--- config.mk ---
export PLATFORM = sky130hd
export DESIGN_NAME = fetch_unit
export DESIGN_NICKNAME = d
export VERILOG_FILES = /design/src/source/fetch_pkg.sv /design/src/source/icache_array.sv /design/src/source/burst_reader.sv /design/src/source/fetch_control.sv /design/src/source/fetch_unit.sv
export SDC_FILE = /design/constraint.sdc
export NUM_CORES = 2
export LEC_CHECK = 0
export BUFFER_PORTS_ARGS = -buffer_cell sky130_fd_sc_hd__buf_4
export CORE_AREA = 2 2 578 580
export CTS_BUF_LIST = sky130_fd_sc_hd__clkbuf_16
export CTS_CLUSTER_DIAMETER = 60
export DETAILED_ROUTE_END_ITERATION = 10
export DIE_AREA = 0 0 580 582
export PLACE_DENSITY = 0.73
export SLEW_MARGIN = 20
export SYNTH_ARGS = -nofsm -noshare
export SYNTH_HDL_FRONTEND = slang
export SYNTH_MEMORY_MAX_BITS = 65536
export SYNTH_SLANG_ARGS = --single-unit
--- constraint.sdc ---
create_clock -name clock -period 4.6 [get_ports clock]
set_clock_uncertainty 0.2 [all_clocks]
set_input_delay 0.23 -clock clock [delete_from_list [all_inputs] [get_ports clock]]
set_output_delay 0.23 -clock clock [all_outputs]
set_load 0.01 [all_outputs]
--- src/source/fetch_pkg.sv ---
package fetch_pkg;

	// Reset vector sits in the uncached region.
	localparam logic [31:0] reset_vector = 32'h3000_0000;

	// Cacheable window, base inclusive and limit exclusive.
	localparam logic [31:0] cache_base = 32'hA000_0000;
	localparam logic [31:0] cache_limit = 32'hA200_0000;

	// Cache geometry.
	localparam int line_words = 8;
	localparam int line_count = 16;

	// Word select inside a line.
	localparam int word_bits = $clog2(line_words);
	// Byte offset inside a line, 32 bytes.
	localparam int offset_bits = word_bits + 2;
	localparam int index_bits = $clog2(line_count);
	localparam int tag_bits = 32 - offset_bits - index_bits;

	// Read channel burst opcodes.
	typedef enum logic [1:0] {
		burst_fixed = 2'b00,
		burst_incr  = 2'b01
	} burst_kind_t;

	// Fetch control states.
	typedef enum logic [2:0] {
		state_idle,
		state_lookup,
		state_refill,
		state_uncached,
		state_hold
	} fetch_state_t;

	// Read address request.
	typedef struct packed {
		logic [31:0] addr;
		// Beats minus one.
		logic [3:0]  len;
		burst_kind_t burst;
	} read_request_t;

	// One returned read beat.
	typedef struct packed {
		logic [31:0]          data;
		// Word position within the burst.
		logic [word_bits-1:0] beat;
		logic                 last;
	} refill_beat_t;

	// Packet handed to decode.
	typedef struct packed {
		logic [31:0] pc;
		logic [31:0] inst;
	} fetch_packet_t;

endpackage

--- src/source/icache_array.sv ---
module icache_array import fetch_pkg::*; (
	input  logic                  clock,
	input  logic                  reset,
	input  logic                  lookup_strobe,
	input  logic [31:0]           lookup_addr,
	output logic                  hit,
	output logic [31:0]           hit_word,
	input  logic                  fill_strobe,
	input  logic [index_bits-1:0] fill_index,
	input  logic [tag_bits-1:0]   fill_tag,
	input  logic [word_bits-1:0]  fill_beat,
	input  logic [31:0]           fill_data,
	input  logic                  fill_last
);

	// Line data, tags and valid bits.
	logic [31:0] data_words [line_count][line_words];
	logic [tag_bits-1:0] tags [line_count];
	logic [line_count-1:0] valid_bits;

	logic [index_bits-1:0] lookup_index;
	logic [word_bits-1:0] lookup_word;
	logic [tag_bits-1:0] lookup_tag;

	// Address fields of the lookup.
	assign lookup_index = lookup_addr[offset_bits +: index_bits];
	assign lookup_word = lookup_addr[2 +: word_bits];
	assign lookup_tag = lookup_addr[31 -: tag_bits];

	// Valid bits and hit flag.
	always_ff @(posedge clock) begin
		if (reset) begin
			valid_bits <= '0;
			hit <= 1'b0;
		end else begin
			if (lookup_strobe) begin
				hit <= valid_bits[lookup_index] && (tags[lookup_index] == lookup_tag);
			end
			// Line is invalid while partly written.
			if (fill_strobe) begin
				valid_bits[fill_index] <= fill_last;
			end
		end
	end

	// Storage and registered word read.
	always_ff @(posedge clock) begin
		if (lookup_strobe) begin
			hit_word <= data_words[lookup_index][lookup_word];
		end
		if (fill_strobe) begin
			data_words[fill_index][fill_beat] <= fill_data;
			// Tag lands with the last beat.
			if (fill_last) begin
				tags[fill_index] <= fill_tag;
			end
		end
	end

endmodule

--- src/source/burst_reader.sv ---
module burst_reader import fetch_pkg::*; (
	input  logic          clock,
	input  logic          reset,
	input  logic          start,
	input  read_request_t start_request,
	output logic          ar_valid,
	output read_request_t ar_request,
	input  logic          ar_ready,
	input  logic          r_valid,
	input  logic [31:0]   r_data,
	input  logic          r_last,
	output logic          r_ready,
	output logic          beat_valid,
	output refill_beat_t  beat,
	output logic          done
);

	// Read outstanding until the last beat.
	logic busy;
	logic [word_bits-1:0] beat_count;

	// Data channel always accepts.
	assign r_ready = 1'b1;

	// Only beats of our own read are forwarded.
	assign beat_valid = r_valid && busy;
	assign beat.data = r_data;
	assign beat.beat = beat_count;
	assign beat.last = r_last;
	assign done = beat_valid && r_last;

	// Address handshake and beat counting.
	always_ff @(posedge clock) begin
		if (reset) begin
			ar_valid <= 1'b0;
			busy <= 1'b0;
			beat_count <= '0;
		end else begin
			if (start) begin
				ar_valid <= 1'b1;
				busy <= 1'b1;
				beat_count <= '0;
			end else if (ar_valid && ar_ready) begin
				// Request taken by the slave.
				ar_valid <= 1'b0;
			end
			if (beat_valid) begin
				beat_count <= beat_count + 1'b1;
				if (r_last) begin
					busy <= 1'b0;
				end
			end
		end
	end

	// Request held stable until accepted.
	always_ff @(posedge clock) begin
		if (start) begin
			ar_request <= start_request;
		end
	end

endmodule

--- src/source/fetch_control.sv ---
module fetch_control import fetch_pkg::*; (
	input  logic                  clock,
	input  logic                  reset,
	input  logic                  redirect,
	input  logic [31:0]           redirect_pc,
	input  logic                  out_ready,
	output logic                  out_valid,
	output fetch_packet_t         out_packet,
	output logic                  lookup_strobe,
	output logic [31:0]           lookup_addr,
	input  logic                  hit,
	input  logic [31:0]           hit_word,
	output logic                  start,
	output read_request_t         start_request,
	input  logic                  beat_valid,
	input  refill_beat_t          beat,
	input  logic                  done,
	output logic                  fill_strobe,
	output logic [index_bits-1:0] fill_index,
	output logic [tag_bits-1:0]   fill_tag
);

	fetch_state_t state;
	// Address of the next packet owed to decode.
	logic [31:0] pc;
	// Address of the fetch currently in flight.
	logic [31:0] fetch_pc;
	// In-flight fetch belongs to a dropped path.
	logic stale;
	// Wanted word caught during a refill.
	logic [31:0] captured_word;

	logic [31:0] next_pc;
	logic [31:0] target_pc;
	logic [31:0] issue_pc;
	logic [31:0] fetched_word;
	logic stale_now;
	logic lookup_done;
	logic word_done;
	logic beat_match;
	logic issue;
	logic issue_cached;
	logic deliver;
	logic miss_start;

	// Sequential next pc, no dnpc from later stages.
	assign next_pc = pc + 32'd4;
	// A redirect this cycle wins over the stored pc.
	assign target_pc = redirect ? redirect_pc : pc;
	assign stale_now = stale | redirect;

	// Cache result is valid the cycle after the strobe.
	assign lookup_done = (state == state_lookup) && !lookup_strobe;
	assign word_done = ((state == state_uncached) && beat_valid) ||
		((state == state_refill) && done);

	// Beat carrying the word at the fetch offset.
	assign beat_match = beat_valid && (beat.beat == fetch_pc[offset_bits-1:2]);

	always_comb begin
		if (state == state_lookup) begin
			fetched_word = hit_word;
		end else if ((state == state_uncached) || beat_match) begin
			fetched_word = beat.data;
		end else begin
			fetched_word = captured_word;
		end
	end

	// New fetch from idle, from hold on accept or drop, or after a stale fetch ends.
	assign issue = (state == state_idle) ||
		((state == state_hold) && (redirect || out_ready)) ||
		((lookup_done || word_done) && stale_now);
	assign issue_pc = ((state == state_hold) && !redirect) ? next_pc : target_pc;
	assign issue_cached = (issue_pc >= cache_base) && (issue_pc < cache_limit);

	assign miss_start = lookup_done && !hit && !stale_now;
	assign deliver = ((lookup_done && hit) || word_done) && !stale_now;

	// Cache side addressing follows the in-flight fetch.
	assign lookup_addr = fetch_pc;
	assign fill_strobe = (state == state_refill) && beat_valid;
	assign fill_index = fetch_pc[offset_bits +: index_bits];
	assign fill_tag = fetch_pc[31 -: tag_bits];

	// Control state.
	always_ff @(posedge clock) begin
		if (reset) begin
			state <= state_idle;
			pc <= reset_vector;
			fetch_pc <= reset_vector;
			stale <= 1'b0;
			out_valid <= 1'b0;
			lookup_strobe <= 1'b0;
			start <= 1'b0;
		end else begin
			// Strobes last one cycle.
			lookup_strobe <= 1'b0;
			start <= 1'b0;
			if (redirect) begin
				pc <= redirect_pc;
			end
			if (issue) begin
				// Any held packet is dropped or already taken.
				fetch_pc <= issue_pc;
				pc <= issue_pc;
				stale <= 1'b0;
				out_valid <= 1'b0;
				if (issue_cached) begin
					lookup_strobe <= 1'b1;
					state <= state_lookup;
				end else begin
					start <= 1'b1;
					state <= state_uncached;
				end
			end else if (miss_start) begin
				start <= 1'b1;
				state <= state_refill;
			end else if (deliver) begin
				out_valid <= 1'b1;
				state <= state_hold;
			end else if (redirect) begin
				// Let the running fetch finish, then discard it.
				stale <= 1'b1;
			end
		end
	end

	// Payload registers.
	always_ff @(posedge clock) begin
		if (issue) begin
			start_request.addr <= issue_pc;
			start_request.len <= 4'd0;
			start_request.burst <= burst_fixed;
		end else if (miss_start) begin
			// Whole line, aligned to 32 bytes.
			start_request.addr <= {fetch_pc[31:offset_bits], {offset_bits{1'b0}}};
			start_request.len <= 4'(line_words - 1);
			start_request.burst <= burst_incr;
		end
		if ((state == state_refill) && beat_match) begin
			captured_word <= beat.data;
		end
		if (deliver) begin
			out_packet.pc <= fetch_pc;
			out_packet.inst <= fetched_word;
		end
	end

endmodule

--- src/source/fetch_unit.sv ---
module fetch_unit import fetch_pkg::*; (
	input  logic          clock,
	input  logic          reset,
	input  logic          redirect,
	input  logic [31:0]   redirect_pc,
	output logic          out_valid,
	output fetch_packet_t out_packet,
	input  logic          out_ready,
	output logic          ar_valid,
	output read_request_t ar_request,
	input  logic          ar_ready,
	input  logic          r_valid,
	input  logic [31:0]   r_data,
	input  logic          r_last,
	output logic          r_ready
);

	// Control to cache.
	logic lookup_strobe;
	logic [31:0] lookup_addr;
	logic hit;
	logic [31:0] hit_word;
	logic fill_strobe;
	logic [index_bits-1:0] fill_index;
	logic [tag_bits-1:0] fill_tag;

	// Control to reader.
	logic start;
	read_request_t start_request;
	logic beat_valid;
	refill_beat_t beat;
	logic done;

	fetch_control fetch_control_inst (
		.clock         (clock),
		.reset         (reset),
		.redirect      (redirect),
		.redirect_pc   (redirect_pc),
		.out_ready     (out_ready),
		.out_valid     (out_valid),
		.out_packet    (out_packet),
		.lookup_strobe (lookup_strobe),
		.lookup_addr   (lookup_addr),
		.hit           (hit),
		.hit_word      (hit_word),
		.start         (start),
		.start_request (start_request),
		.beat_valid    (beat_valid),
		.beat          (beat),
		.done          (done),
		.fill_strobe   (fill_strobe),
		.fill_index    (fill_index),
		.fill_tag      (fill_tag)
	);

	// Fill beats come straight from the reader.
	icache_array icache_array_inst (
		.clock         (clock),
		.reset         (reset),
		.lookup_strobe (lookup_strobe),
		.lookup_addr   (lookup_addr),
		.hit           (hit),
		.hit_word      (hit_word),
		.fill_strobe   (fill_strobe),
		.fill_index    (fill_index),
		.fill_tag      (fill_tag),
		.fill_beat     (beat.beat),
		.fill_data     (beat.data),
		.fill_last     (beat.last)
	);

	burst_reader burst_reader_inst (
		.clock         (clock),
		.reset         (reset),
		.start         (start),
		.start_request (start_request),
		.ar_valid      (ar_valid),
		.ar_request    (ar_request),
		.ar_ready      (ar_ready),
		.r_valid       (r_valid),
		.r_data        (r_data),
		.r_last        (r_last),
		.r_ready       (r_ready),
		.beat_valid    (beat_valid),
		.beat          (beat),
		.done          (done)
	);

endmodule

After elaboration in Yosys (flattened, before gate mapping). Memory sizes are Yosys's and may differ from the RTL's. A register that Yosys moved wholly into a read port is not among the register bits. Index checks and enable logic that the tools add are counted.

Flip-flop bits (word level): 289. RAM bits: 4464. Input bits: 71. Output and inout bits: 105. Memories kept: 2. Word-level logic and storage cells: 126.

Memories: icache_array_inst.data_words (depth 16, bits a word 256, read ports 1, clocked after Yosys merged registers in 1, wr ports 1, RTL line icache_array.sv:17) `logic [31:0] data_words [line_count][line_words];`; icache_array_inst.tags (depth 16, bits a word 23, read ports 1, clocked after Yosys merged registers in 1, wr ports 1, RTL line icache_array.sv:18) `logic [tag_bits-1:0] tags [line_count];`.

$add $sub $neg: 2. Muxes and demuxes: 41. Equal/unequal tests: 6. Bitwise gates (word level): 6. Magnitude comparators: 7. Reductions and logical operators: 40.

Operators by type and width (count): $mux W256 (1); $mux W32 (8); $bmux W32 S3 (1); $demux W32 S3 (1); $mux W38 (2); $add A32 B3 Y32 const B (1); $ge A32 B32 Y1 const B (1); $lt A32 B32 Y1 const B (1); $eq A23 B23 Y1 (1); $logic_and A1 B1 Y1 (20); $bwmux W16 (1); $mux W4 (4); $mux W1 (15); $mux W3 (5); $ge A4 B4 Y1 const B (2); $not A3 Y4 (2); $logic_or A1 B1 Y1 (7); $eq A3 B2 Y1 const B (2); $reduce_bool A2 Y1 (3); $lt A4 B5 Y1 const B (1); $bmux W1 S4 (1); $demux W1 S4 (1); $ge A4 B1 Y1 const B (1); $logic_not A1 Y1 (4); other kinds (13) (16).

Logic depth before layout (Yosys ltp).
Depth after elaboration: 9. Mapped depth: 13. Gate-level depth less buffers: 8.

Cells and area by module. From an unflattened synthesis, not the netlist that was laid out.

Cell total of the unflattened synthesis: 7670. Area total of the unflattened synthesis: 182660.2 um2.

Modules (own cells, without submodules): icache_array (cells an instance 6761, area an instance 172073.8 um2, instances 1, sequential area each 135349.8 um2); fetch_control (cells an instance 812, area an instance 8971.1 um2, instances 1, sequential area each 5285.1 um2); burst_reader (cells an instance 97, area an instance 1615.3 um2, instances 1, sequential area each 1241.2 um2).

Least setup slack after synthesis. OpenSTA, ideal clock, no wires.

Path kind: reg2reg. Start point: register fetch_control_inst.state[0]. End point: register fetch_control_inst.state[0]. Stages on the path, launching flop included: 9. Setup slack: -0.106 ns. Data required time: 4.268 ns. Period minus slack after synthesis: 4.706 ns. Path buffers: 2. Arrival time: 4.374 ns. Library setup time: 0.132 ns. Cell sequence: dfxtp_1 -> clkbuf_1 -> inv_1 -> nor3_1 -> clkbuf_1 -> a31oi_1 -> nor2_1 -> or3_1 -> a21oi_1.

Elaborated cells on any way between the ends: 22. Those cells by class: eq/ne: 4; mux: 2; reduce/logical: 16.

RTL lines: from (decl) (RTL line fetch_control.sv:23) `fetch_state_t state;`; from (signal assigned) (RTL line fetch_control.sv:89) `state <= state_idle;`; from (signal assigned) (RTL line fetch_control.sv:111) `state <= state_lookup;`; from (signal assigned) (RTL line fetch_control.sv:114) `state <= state_uncached;`; $eq A3 B1 Y1 (tied with other cells) (RTL line fetch_control.sv:53) `assign lookup_done = (state == state_lookup) && !lookup_strobe;`; $logic_and A1 B1 Y1 (on tied branches) (RTL line fetch_control.sv:53, fetch_control.sv:54, fetch_control.sv:55); $logic_and A1 B1 Y1 or $logic_or A1 B1 Y1 (tied branches) (RTL line fetch_control.sv:78, fetch_control.sv:54); $logic_or A1 B1 Y1 * (RTL line fetch_control.sv:78) `assign deliver = ((lookup_done && hit) || word_done) && !stale_now;`; $logic_and A1 B1 Y1 * (RTL line fetch_control.sv:78); net fetch_control_inst.deliver (RTL line fetch_control.sv:43) `logic deliver;`; $reduce_bool A3 Y1 (no source line) *.

Mark *: on every way through the listed nets, which the timed path passes. The rest lies on a longest branch. A chain may end at the register's enable or synchronous reset.

==> flow_summary.toml <==
[run_status]
status = "finished, violations left"
violations = "antenna violations"

[synth]
async_flop_share_pct = 0
synth_top_area_share_pct = 77.0
synth.largest_area_cell = "edfxtp_1"
synth-edff-count = 4657
synth.distinct_cells = 58
syn_inst = 7580
avgSynthCellArea_um2 = 24.0
ys_ff_latch = 4755
synth.area.top_cells = "edfxtp_1, mux4_2, dfxtp_1, mux2i_1, clkbuf_1"
synth_area_um2 = 182000
yosysWarnings = 0
ys_seq_area_share_pct = 78.1
dominantRegCellSynth = "edfxtp_1"

[die]
fp-row-count = 212
start_util_pct = 54.7
ios = 176
dieHeight_um = 582
dieArea_um2 = 338000
die_w_um = 580
core_area_um2 = 332000

[cells_and_area]
final_area_um2 = 208000
mostFrequentLayoutCells = "edfxtp_1, mux4_2, buf_4, clkbuf_16, nand2_1"
final_layout_size_suffix_gt1_share_pct = 33.0
nets = 8417
fillers = 20820
areaGrowthSynthToFinish_pct = 14.8
final_common_cell = "edfxtp_1"

[route]
drc_errors = 0
drt-initial-drc-count = 15283
firstDrtPassIters = 7
routedWlPerCell_um = 38.2
vias_per_cell = 6.87
postRouteAntennaNets = 1
vias = 90387
wl_mm = 503

[clock_network]
cts_setup_buffers = 0
clock-root-buffer = "clkbuf_16"
post_cts_resized = 0
cts.clk_slew.worst_paths_ns = 0.06
clk_latency_ns = 0.99
cts_buffers = 450
cts.sinks = 4755
clk_path_buf_depth = 4
htree_levels = 5
tritoncts = "done"

[global_route]
use_met1_pct = 40.7
grt.overflow.total = 0
antenna_found_initial = 50
top_usage_layer = "met2"
use_met3_pct = 8.25
grtUsageTotal_pct = 29.8
grt_start_max_net_pins = 97
grt_first_pass_wirelength_mm = 700
grt_use_met2_pct = 46.7
grt_pass1_vias = 90144

[sta]
fmax_mhz = 236
fin_hold_ws_ns = 0.0760
finalMaxSlewViolations = 0
finalCriticalPeriod_ns = 4.24
setup_violations = 0
rsz0062_at_grt = "no"
slew-limit-headroom_pct = 18.0
timing_hold_violations_final = 0
fin_crit_sh_pct = 92.3
fin_ws_ns = 0.356
tightest_slew_ns = 1.23
finalSetupTns_ns = 0

[pwr]
vdd_drop_max_v = 0.000392
p_per_area_nw_per_um2 = 511
power.total_mw = 107
p_leak_nw = 64.2

[worst_hold_path]
hold_class = "in2reg"

[placed_design]
post-dp-hpwl_mm = 268
preCtsSetupSlack_ns = 0.336
gp_congestion = 0.854
portBuffers = 172
dpl_cell_area_um2 = 192000

[setup_path]
cp.arrival_ns = 4.79
crit_type = "reg2reg"
cpPeakStageDelay_ns = 0.69
cp.required_ns = 5.14
end_kind = "flop"
crit_slowest_cell = "mux4_2"
cp_max_fo = 38
path_common_cell = "mux4_2"
cp-start-kind = "flop"
crit_chain = "buf_12, buf_12, buf_4, mux4_2, mux4_2, mux4_2, mux2_2"

[flow_run]
drv_cap = 0
[state kept, by name, indices dropped and copies added (netlist names), 32 cells and up, named ones only]
register and flops:
fetch_control_inst.out_packet 64, icache_array_inst.tags 368, fetch_control_inst.start_request 33, fetch_control_inst.captured_word 32, fetch_control_inst.lookup_addr 32, burst_reader_inst.ar_request 33, icache_array_inst.hit_word 32, icache_array_inst.data_words 4096
fetch_control_inst.pc 32
[worst max-delay path: cells and delay by family (launching register included)]
kind                   cells  cell delay, ns
multiplexers               4            2.18
buffers and inverters      3            0.91
flip-flops                 1            0.62
[layout make-up]
cell class | instances | area (um^2) | share of cell area (%)
Clock inverter | 365 | 3280 | 1.57
Sequential cell | 4755 | 142000 | 68.0
Antenna cell | 54 | 135 | 0.0648
Inverter | 19 | 78.8 | 0.0378
Multi-Input combinational cell | 2386 | 39100 | 18.8
Clock buffer | 456 | 11400 | 5.47
Tap cell | 4387 | 5490 | 2.63
Timing Repair Buffer | 732 | 7140 | 3.42
[cells by family (layout without fill, tap and decap cells)]
kind of cell | after synthesis | after routing | synth area share, %
AOI/OAI and AO/OA | 206 | 206 | 0.662
xor gates and xnor gates | 51 | 51 | 0.246
adders and majority gates | 2 | 2 | 0.0138
buffers and inverters | 440 | 1572 | 0.997
DFF | 4755 | 4755 | 78.1
muxes | 1586 | 1586 | 18.7
other | 2 | 57 | 0.00413
and+or+nand+nor | 538 | 538 | 1.32
[path summary, 6_finish.rpt]
check | start | end | slack [ns] | cells after the start
worst max register to register | flop | icache_array_inst.hit_word[9] | 0.36 | 7
worst max-delay path | flop | icache_array_inst.hit_word[9] | 0.36 | 7
worst min-delay path | redirect_pc[13] | fetch_control_inst.lookup_addr[13] | 0.08 | 5
worst min register to register | fetch_control_inst.start_request[31] | burst_reader_inst.ar_request[31] | 0.21 | 0
[report_power, final]
group	switching [mW]	leakage (nW)	internal (mW)	total (mW)
sequential	0.682	42.8	48.5	49.2
clock	16.1	7.53	21.0	37.1
combinational	11.4	13.8	8.90	20.3
total	28.2	64.2	78.5	107
[cell usage after synthesis (all sizes together), types with 4 or more instances]
cell type  number
a2111oi         4
a211oi          9
a21o            5
a21oi          65
a221oi          4
a31oi           6
and2           10
and3            7
and4            6
buf           203
clkbuf        218
dfxtp          98
edfxtp       4657
inv            19
mux2           41
mux2i         103
mux4         1442
nand2         169
nand2b         12
nand3          25
nand4          20
nor2          207
nor2b          18
nor3           33
nor3b           5
nor4            8
o211ai          4
o21ai          76
o22ai          14
or2             5
or4             4
xnor2          44
xor2            7
[metrics by stage]
step / utilization (%) / cells
6_report: 62.8 / 13154
5_1_grt: 62.8 / 13130
4_1_cts: 62.8 / 13100
3_5_place_dp: 57.9 / 12129
3_3_place_gp: 57.9 / 12129
2_1_floorplan: - / 7581
[metal layers]
metal | vias up | part of all wire [%]
met1 | 47869 | 34
met2 | 7399 | 48
met5 | - | 0.028
met4 | 24 | 3.8
li1 | 34104 | -
met3 | 991 | 14
[what timing repair did]
item | in CTS | in global routing
hold buffers | 150 | 0
hold endpoints to repair | 2664 | 0
setup endpoints to repair | 0 | 0
Power figures use the tool's default switching activity.
